File: config.mk
export PLATFORM = sky130hd
export DESIGN_NAME = tone_generator
export DESIGN_NICKNAME = d
export VERILOG_FILES = /design/src/logic/tone_generator.sv
export SDC_FILE = /design/constraint.sdc
export NUM_CORES = 1
export LEC_CHECK = 0
export BUFFER_PORTS_ARGS = -buffer_cell sky130_fd_sc_hd__buf_2
export CORE_UTILIZATION = 50
export CTS_CLUSTER_DIAMETER = 60
export DETAILED_ROUTE_END_ITERATION = 7
export PLACE_DENSITY = 0.87
export SLEW_MARGIN = 20
export SYNTH_ARGS = -nofsm -noshare
export SYNTH_HDL_FRONTEND = slang
export SYNTH_SLANG_ARGS = --single-unit
File: constraint.sdc
create_clock -name clk -period 4.94 [get_ports clk]
set_input_delay 0.741 -clock clk [delete_from_list [all_inputs] [get_ports clk]]
set_output_delay 0.741 -clock clk [all_outputs]
set_load 0.02 [all_outputs]
File: src/logic/tone_generator.sv
`timescale 1ns/1ps

module tone_generator (
  input  logic        clk,
  input  logic        reset,
  input  logic        wr,
  input  logic [31:0] wdata,
  output logic [31:0] rdata,
  output logic        audio_out
);

  logic        tone_on;
  logic [15:0] half_period;
  logic [15:0] count;

  always_ff @(posedge clk) begin
    if (reset) begin
      tone_on     <= 1'b0;
      half_period <= '0;
      count       <= '0;
      audio_out   <= 1'b0;
    end else if (wr) begin
      tone_on     <= wdata[31];
      half_period <= wdata[15:0];
      count       <= '0;
      audio_out   <= 1'b0;  // Each new setting starts from a low phase
    end else if (!tone_on || half_period == '0) begin
      count     <= '0;
      audio_out <= 1'b0;
    end else if (count == half_period - 16'd1) begin
      count     <= '0;
      audio_out <= ~audio_out;
    end else begin
      count <= count + 16'd1;
    end
  end

  assign rdata = {tone_on, 15'b0, half_period};

endmodule

# After elaboration in Yosys (flattened, before gate mapping)
# Cells that the tools add are included.
[totals]
ff_bits = 34
input_bits = 35
output_inout_bits = 33
elab_cells = 13
[classes]
add_sub_neg = 2
n_eq_ne = 1
bitwise_logic = 1
reduce_logical = 5
[op_table]
columns = ["operator", "n"]
rows = [
  ["$add A16 B1 Y16 const B", 1],
  ["$eq A16 B16 Y1", 1],
  ["$logic_not A16 Y1", 1],
  ["$sub A16 B1 Y16 const B", 1],
  ["$reduce_or A4 Y1", 1],
  ["$reduce_or A3 Y1", 1],
  ["$logic_not A1 Y1", 1],
  ["$logic_or A1 B1 Y1", 1],
  ["$not A1 Y1", 1],
]

# Logic depth before layout (Yosys ltp)
# Gate-level depths: netlist (run 1).
[logic_depth]
word_depth = 3
ltp_mapped = 10
depth_no_buf = 9

# Worst setup path after synthesis (run 1)
# Ideal clock, no wire load.
[synth_timing]
path_type = "register to register"
from = "reg half_period[0]"
to = "reg count[2]"
setup_ps = 115
arrival_time_ps = 2621
required_time_ps = 4825
setup_slack_ps = 2204
path_stages_with_launch = 11
path_buffers = 1
period_less_slack_ps = 2736
path_cell_list = "dfxtp_1 -> inv_1 -> ha_1 -> or3b_2 -> nor3_1 -> a22oi_1 -> o311a_1 -> a2111o_1 -> o21ai_2 -> buf_6 -> nor2_1"
[synth_via]
elab_chain_len = 3
elab_cells_between_ends = 5
classes_between = "add/sub (1); eq/ne (1); reduce/logical (3)"
[synth_rtl]
columns = ["item", "line", "rtl"]
rows = [
  ["from (decl)", "13", "logic [15:0] half_period;"],
  ["from (signal assigned)", "24", "half_period <= wdata[15:0];"],
  ["$sub A16 B1 Y16 or $logic_not A16 Y1 (tied branches)", "30, 27", ""],
  ["$eq A16 B16 Y1 or $logic_or A1 B1 Y1 (tied branches)", "30, 27", ""],
  ["$reduce_or A4 Y1 (no source line) *", "-", ""],
  ["to (signal assigned)", "34", "count <= count + 16'd1;"],
  ["to (decl)", "14", "logic [15:0] count;"],
]
# Mark *: on every way between the ends. The rest lies on a longest branch, timed or not.
# A chain may end at the register's enable or synchronous reset.

# Final worst setup path (run 1)
[layout_timing]
from = "reg half_period[0]"
to = "reg count[12]"
# The elaborated chain is that of the path after synthesis.

==> results of run 1 <==
==> metrics by stage <==
stage	setup WS, ps	cells	power, mW
floorplan	2204	256	0.3972
global placement	1930	314	0.4114
detailed placement	1854	314	0.4146
CTS	1823	322	0.6253
global route	1550	322	0.6508
finish	1807	322	0.6194
==> flip-flops by register name (all words and copies together) (netlist names) <==
register     cells
count           16
audio_out        1
tone_on          1
half_period     16
==> path summary, 6_finish.rpt <==
check        slack (ps)            from   endpoint
max                1810  half_period[0]  count[12]
min                 480        count[0]   count[0]
max reg2reg        1810  half_period[0]  count[12]
min reg2reg         480        count[0]   count[0]
==> cell type report <==
class | instances | area share
clock buffer | 7 | 0.03901
clock inverter | 1 | 0.002261
inverter | 4 | 0.006784
multi-input combinational | 191 | 0.5336
sequential | 34 | 0.3075
tap | 48 | 0.02713
timing repair buffer | 37 | 0.08366
==> cells in the mapped netlist, types with 4 or more instances <==
master,count,area (um2)
and3_1,4,25.02
clkbuf_1,7,26.28
nand4_1,4,25.02
xnor2_1,20,175.2
dfxtp_1,34,680.7
nand3_1,8,40.04
nor3_1,8,40.04
nor4_1,5,31.28
nand2_1,12,45.04
mux2i_1,16,160.2
a21oi_1,7,35.03
xor2_1,10,87.58
buf_4,16,120.1
inv_1,4,15.01
nor2_1,43,161.4
o21ai_0,6,30.03
==> kinds of logic after synthesis <==
kind of cell               after synthesis  share of synthesized area
and+or+nand+nor                         99                     0.2381
DFF                                     34                     0.3400
adders and majority gates                2                    0.01250
other                                    1                   0.001873
xor gates and xnor gates                30                     0.1312
buffers and inverters                   31                    0.09625
AOI/OAI and AO/OA                       29                     0.1000
muxes                                   16                    0.08000
==> power breakdown <==
group	leakage [nW]	internal, mW	switching (mW)	total [mW]
Sequential	0.277	0.283	0.0147	0.297
Clock	0.0482	0.112	0.0969	0.209
Combinational	0.598	0.0457	0.0673	0.113
==> layer usage <==
metal / track usage / wire length [um] / vias to the layer above
li1: - / - / 862
met1: 0.2711 / 1827 / 803
met2: 0.3325 / 1957 / 67
met3: 0.05208 / 275 / 8
met4: 0.07337 / 71 / 0
met5: 0 / 0 / -
==> cell usage in the layout, fill, tap and decap left out, drive strengths merged, types with 2 or more instances in the layout <==
cell type / count
nor2: 43
buf: 37
dfxtp: 34
xnor2: 20
mux2i: 16
conb: 15
nand2: 12
xor2: 10
nand3: 8
nor3: 8
a21oi: 7
o21ai: 7
clkbuf: 7
nor4: 5
inv: 4
and3: 4
nand4: 4
nor2b: 3
nand2b: 3
or3: 3
a211o: 2
o21a: 2
a22oi: 2
ha: 2
==> impl_metrics.toml, run 1 <==
[timing]
maxClockFrequency_ghz = 0.3192
period_minus_slack_ps = 3133
maxSlewViolCount = 0
setup_viol = 0
period_share = 0.6341
hold_viol = 0
fin_worst_skew_ps = 4.759
holdWs_ps = 484.0
tns_ps = 0
max_slew_margin = 0.2590
worst_pin_slew_ps = 1101
grt_setup_unrepaired = "false"

[clocking]
cts-root-buf = "clkbuf_8"
cts_tree = "yes"
hold_buffers = 0
cts.sinks = 34
clk_pin_slew_ps = 70
post_cts_resized = 0
clock_latency_ps = 290
post_cts_buffers = 0
cts_made_buffers = 5
clockBufferDepth = 2
htreeDepth = 2

[critical_path]
critPathCaptureType = "register"
cp_slowest_cell = "o21ai_2"
crit_buf_inv = 1
setup.worst_path.class = "register to register"
rr_worst_depth = 9
max_stage_delay_ps = 540
cp_top_family = "compound AO/OA/AOI/OAI gates"
cp-start-kind = "register"
crit_arrival_ps = 3280
path_depth = 9
crit_fanout = 16
path_cells = "inv_1 -> ha_1 -> or3b_2 -> nor3_1 -> a22oi_1 -> o311a_1 -> a2111o_1 -> o21ai_2 -> nor2_1"
required_ps = 5090

[die]
die_h_um = 65.28
die_x_um = 65.28
core_um2 = 3744
rows = 22
die-area_um2 = 4261
initial_core_util = 0.5348
ios = 68

[drt]
drt_first_iter_violations = 164
first_pass_iters = 4
drcViolationCount = 0
wl_per_cell_um = 12.83
viasPerCell = 5.404
vias = 1740
drtAntennaViolNets = 0
drt_wl_total_um = 4131

[finish]
area_delta_synth_final_pct = 10.56
seqCellArea_um2 = 680.7
post-route-cell-area_um2 = 2213
n_antenna_cell = 0
drive_gt1_frac = 0.1715
nNetsFinal = 310
fin_util = 0.5912
nFillCells = 344
multi_input_area_um2 = 1181

[pwr]
ir_drop_mv = 0.1790
power_density_nw_per_um2 = 279.8
p_leak_nw = 0.9231

[placement]
dp_hpwl_um = 2990
gp_congestion = 0.8716
dpl_cell_area_um2 = 2122
io_buffers = 37

[synthesis]
yosys_warnings = 0
ys_seq_area_frac = 0.3400
synth-async-reset-ratio = 0
synth_area_um2 = 2002
synth_edf_count = 0
synthFlopType = "dfxtp_1"
synth-seq-cells = 34
synthCells = 242
yosysUniqueCellTypes = 43
synth_area_per_cell_um2 = 8.272

[grt]
antenna_found_initial = 0
overflow = 0
grt_pass1_vias = 1493
grt_max_degree = 19
grt_first_pass_wirelength_um = 6782
gr-usage-all-layers = 0.2085

[worst_hold_path]
worstHoldPathType = "register to register"
hold_depth = 1

[outcome]
status = "completed"

[run]
maxCapViolCount = 0
Power figures use the tool's default switching activity.
==> run 2: changes to the inputs <==
--- a/config.mk
+++ b/config.mk
@@ -5,11 +5,12 @@
 export SDC_FILE = /design/constraint.sdc
 export NUM_CORES = 1
 export LEC_CHECK = 0
+export ABC_AREA = 1
 export BUFFER_PORTS_ARGS = -buffer_cell sky130_fd_sc_hd__buf_2
 export CORE_UTILIZATION = 50
 export CTS_CLUSTER_DIAMETER = 60
 export DETAILED_ROUTE_END_ITERATION = 7
-export PLACE_DENSITY = 0.87
+export PLACE_DENSITY = 0.85
 export SLEW_MARGIN = 20
 export SYNTH_ARGS = -nofsm -noshare
 export SYNTH_HDL_FRONTEND = slang
==> constraint.sdc (replaced) <==
create_clock -name clk -period 3.04 [get_ports clk]
set_input_delay 0.456 -clock clk [delete_from_list [all_inputs] [get_ports clk]]
set_output_delay 0.456 -clock clk [all_outputs]
set_load 0.02 [all_outputs]
==> run 2 against run 1 <==
Flip-flop and latch count unchanged. Wire length increased by 15%. Sequential power increased by 62%. Worst setup slack got worse by 760 ps. Core utilization increased by 0.13 points. Largest power group unchanged. Power increased by 71%. Combinational power increased by 98%. Critical endpoint is now count[7]. Count of clock-buffer cells in the layout decreased by 1. First-iteration DRC count decreased by 33%. Clock skew increased by 5.6 ps. Register-to-register slack got worse by 760 ps. Critical path type unchanged.
==> impl_metrics.toml, run 2 <==
[drt]
drcViolationCount = 0
wl_per_cell_um = 11.73
drt_wl_total_um = 4750
first_pass_iters = 4
vias = 2012
drtAntennaViolNets = 0
viasPerCell = 4.968
drt_first_iter_violations = 110

[clocking]
cts-root-buf = "clkbuf_8"
cts.sinks = 34
clock_latency_ps = 290
cts_made_buffers = 5
clockBufferDepth = 2
hold_buffers = 0
post_cts_resized = 0
htreeDepth = 2
post_cts_buffers = 0
cts_tree = "yes"
clk_pin_slew_ps = 80

[placement]
dp_hpwl_um = 3581
gp_congestion = 0.8315
dpl_cell_area_um2 = 2344
io_buffers = 37

[synthesis]
synth_edf_count = 0
synthFlopType = "dfxtp_1"
synth-seq-cells = 34
synth_area_per_cell_um2 = 6.917
synth_top_cell_by_area = "dfxtp_1"
yosysMostFrequentCell = "nand2_1"
netlist.area_leader.share = 0.3094
synth_common_cells = "nand2_1 (71), nor2_1 (45), inv_1 (39), dfxtp_1 (34), buf_4 (16)"
ys_seq_area_frac = 0.3094
synth_area_leaders = "dfxtp_1 (31%), nand2_1 (12%), nor2_1 (7.7%)"
synthCells = 318
yosys_warnings = 0
synth_area_um2 = 2200
yosysUniqueCellTypes = 30
synth-async-reset-ratio = 0

[die]
die_x_um = 68.33
core_um2 = 4115
ios = 68
die-area_um2 = 4668
initial_core_util = 0.5345
rows = 23
die_h_um = 68.33

[critical_path]
cp-startpoint = "half_period[1]"
crit_arrival_ps = 2170
required_ps = 3210
crit_fanout = 16
critPathCaptureType = "register"
setup.worst_path.class = "register to register"
cp-start-kind = "register"
timing.rr.start = "half_period[1]"
r2r_slack_ps = 1050

[finish]
area_delta_synth_final_pct = 10.86
post-route-cell-area_um2 = 2439
drive_gt1_frac = 0.2113
final_cell_mix = "nand2_1 (71), nor2_1 (45), inv_1 (39), buf_2 (37), dfxtp_1 (34)"
nNetsFinal = 391
final_common_cell = "nand2_1"
top_regs = "count x16, half_period x16"
n_antenna_cell = 0
fin_util = 0.5926

[pwr]
power_density_nw_per_um2 = 433.2
ir_drop_mv = 0.2293
p_leak_nw = 1.127

[grt]
antenna_found_initial = 0
grt_first_pass_wirelength_um = 7672
overflow = 0
grt_max_degree = 32
grt_pass1_vias = 1794
gr-usage-all-layers = 0.2223

[timing]
tns_ps = 0
hold_viol = 0
period_share = 0.6561
fin_worst_skew_ps = 10.35
maxClockFrequency_ghz = 0.5014
maxSlewViolCount = 0
setup_viol = 0
period_minus_slack_ps = 1994
grt_setup_unrepaired = "false"

[worst_hold_path]
min_from = "wdata[15]"
worstHoldPathType = "input port to register"

[outcome]
status = "completed"

[run]
maxCapViolCount = 0
[run 2: cell count changes in the layout (fill, tap and decap cells not counted), moves of 5 or more]
cell,change
nand2_1,+59
inv_1,+35
mux2i_1,-16
a211oi_1,+14
nor2_2,+12
xnor2_1,-11
nand3_1,+7
nor3_1,-6
nor2_4,+5
xor2_1,+5
[run 2: logic make-up after synthesis]
logic type / share of synthesized area
AND/OR/NAND/NOR: 0.3663
XOR/XNOR: 0.09557
buffers and inverters: 0.1462
adder cells (fa/ha/maj): 0.01137
other: 0.001705
AO/OA/AOI/OAI: 0.06940
flip-flops: 0.3094
[run 2: worst max-delay path, cell delays in order, from the launching register on]
cell and delay, ps:
dfxtp_1 400, inv_1 80, ha_1 300, nand2_1 60
inv_1 30, nor2_1 80, nand2_1 80, nor2_1 120
nand3_1 80, nor2_1 90, nand2_1 80, nor2_4 110
nand2_2 70, nand2_4 210, nor2_1 60
[run 2: worst paths after layout]
path | depth (start not counted) | to
worst max-delay path | 14 | count[7]
worst min-delay path | 3 | half_period[15]
worst max register to register | 14 | count[7]
worst min register to register | 1 | count[0]
[run 2: cell type report]
| type | instances | area (um2) |
|---|---|---|
| inverter | 42 | 157.7 |
| clock inverter | 2 | 12.51 |
| clock buffer | 6 | 82.58 |
| multi-input combinational | 233 | 1250 |
| timing repair buffer | 38 | 192.7 |
| sequential | 34 | 680.7 |
| tap | 50 | 62.56 |
| fill | 364 | 1677 |
[run 2: routing by layer]
| metal | global-route usage | vias up | wire length, um |
|---|---|---|---|
| met1 | 0.2686 | 919 | 2141 |
| li1 | - | 1032 | - |
| met5 | 0 | - | 0 |
| met4 | 0.1302 | 0 | 168 |
| met3 | 0.04833 | 17 | 153 |
| met2 | 0.3591 | 44 | 2286 |
[run 2: power breakdown]
part           internal [mW]  switching, mW
Clock                  0.182          0.168
Sequential             0.461         0.0212
Combinational         0.0745          0.150
[run 2: metrics by stage]
stage          power [mW]  setup slack, ps  instances  hold slack (ps)
2_1_floorplan      0.6726             1119        332            450.5
3_3_place_gp       0.7078             1092        397            462.7
3_5_place_dp       0.7130             1051        397            470.0
4_1_cts             1.065             1033        405            407.6
5_1_grt             1.108            888.2        405            408.3
6_report            1.056             1046        405            413.5
==> run 3: changes to the inputs <==
==> constraint.sdc (replaced) <==
create_clock -name clk -period 2 [get_ports clk]
set_input_delay 0.3 -clock clk [delete_from_list [all_inputs] [get_ports clk]]
set_output_delay 0.3 -clock clk [all_outputs]
set_load 0.02 [all_outputs]
==> run 3 against run 2 <==
Flip-flop and latch count stayed put. Highest routed layer unchanged. Power is 51% higher. Design area is 2.5% higher. Sequential share of layout area fell by 0.63 points. Via count grew 2.6%. Fmax is 7.2% higher. Worst setup slack got worse by 910 ps. Clock power rose by 43%. Global-route usage grew 0.77 points. Register-to-register slack worse by 910 ps.
==> impl_metrics.toml, run 3 (same netlist as run 2, synthesis figures left out) <==
[critical_path]
crit_arrival_ps = 2030
crit_buf_inv = 1
max_stage_delay_ps = 420
critPathCaptureType = "register"
cp_top_family = "simple AND/OR/NAND/NOR gates"
path_cells = "inv_1 -> ha_4 -> nand3_4 -> nor2_4 -> nand2_1 -> nor4_1 -> nor3_4 -> nand2_8 -> nor2_1"
setup.worst_path.class = "register to register"
cp-start-kind = "register"
crit_fanout = 8
required_ps = 2170
cp_slowest_cell = "nor4_1"

[clocking]
clock_latency_ps = 280
cts.sinks = 34
cts_tree = "yes"
htreeDepth = 2
cts-root-buf = "clkbuf_8"
clockBufferDepth = 2
clk_pin_slew_ps = 70
hold_buffers = 0
cts_made_buffers = 5

[grt]
grt_max_degree = 31
grt_first_pass_wirelength_um = 8004
overflow = 0
grt_pass1_vias = 1802
gr-usage-all-layers = 0.2300
antenna_found_initial = 0

[placement]
gp_congestion = 0.8163
dp_hpwl_um = 3622
io_buffers = 37

[timing]
hold_viol = 0
worst_pin_slew_ps = 539.9
maxClockFrequency_ghz = 0.5377
setup_viol = 0
maxSlewViolCount = 0
period_minus_slack_ps = 1860
max_slew_margin = 0.6367
fin_worst_skew_ps = 4.393
grt_setup_unrepaired = "false"
period_share = 0.9299
tns_ps = 0

[worst_hold_path]
worstHoldPathType = "input port to register"

[die]
core_um2 = 4115
die-area_um2 = 4668
rows = 23
initial_core_util = 0.5345
die_h_um = 68.33
ios = 68
die_x_um = 68.33

[finish]
nNetsFinal = 394
drive_gt1_frac = 0.2219
top_regs = "count x16, half_period x16"
n_antenna_cell = 0
final_common_cell = "nand2_1"
area_delta_synth_final_pct = 13.65
final_cell_mix = "nand2_1 (71), nor2_1 (45), inv_1 (39), buf_2 (37), dfxtp_1 (33)"

[drt]
viasPerCell = 5.086
vias = 2065
drt_wl_total_um = 4995
drtAntennaViolNets = 0
drcViolationCount = 0
first_pass_iters = 4
drt_first_iter_violations = 147
wl_per_cell_um = 12.30

[pwr]
ir_drop_mv = 0.2919
p_leak_nw = 1.154
power_mw = 1.592
power_density_nw_per_um2 = 636.7

[run]
maxCapViolCount = 0

[outcome]
status = "completed"
-- run 3: layer usage --
layer	wire, um	vias to the layer above	track usage
met3	216	9	0.03667
met5	0	-	0
met1	2223	956	0.2854
met2	2460	65	0.3811
li1	-	1035	-
met4	94	0	0.1146
-- run 3: final cells by class --
| type | count | area, um2 |
|---|---|---|
| Multi-Input combinational cell | 234 | 1308 |
| Tap cell | 50 | 62.56 |
| Sequential cell | 34 | 681.9 |
| Inverter | 42 | 157.7 |
| Timing Repair Buffer | 40 | 207.7 |
| Fill cell | 364 | 1615 |
| Clock buffer | 6 | 82.58 |
-- run 3: worst min-delay path, stage by stage --
cell	delay, ps
buf_2	90
nand2_1	50
a21oi_1	50
-- run 3: final timing paths --
kind                   from         endpoint  slack, ps  cells after the start
max          half_period[1]        count[10]        140                      9
min               wdata[14]  half_period[14]        260                      3
max reg2reg  half_period[1]        count[10]        140                      9
min reg2reg        count[0]         count[0]        490                      1
-- run 3: stage by stage --
stage / cell area, um2 / util / hold slack [ps] / setup WS (ps) / instances
after CTS: 2441 / 0.5932 / 256.8 / 78.72 / 405
final: 2500 / 0.6075 / 257.9 / 140.2 / 406
after global routing: 2500 / 0.6075 / 263.5 / 10.61 / 406
after detailed placement: 2359 / 0.5731 / 476.3 / 89.55 / 399
after floorplan: 2252 / - / 440.5 / 78.80 / 332
after global placement: 2359 / 0.5731 / 464.7 / 121.2 / 399
-- run 3: power breakdown --
group	internal (mW)	switching [mW]
clock network	0.265	0.236
logic	0.121	0.238
registers	0.701	0.0294
-- run 3: what timing repair did --
item | CTS | global route
buffers inserted | 0 | 0
gates resized for setup | 0 | 8
setup endpoints to repair | 0 | 16
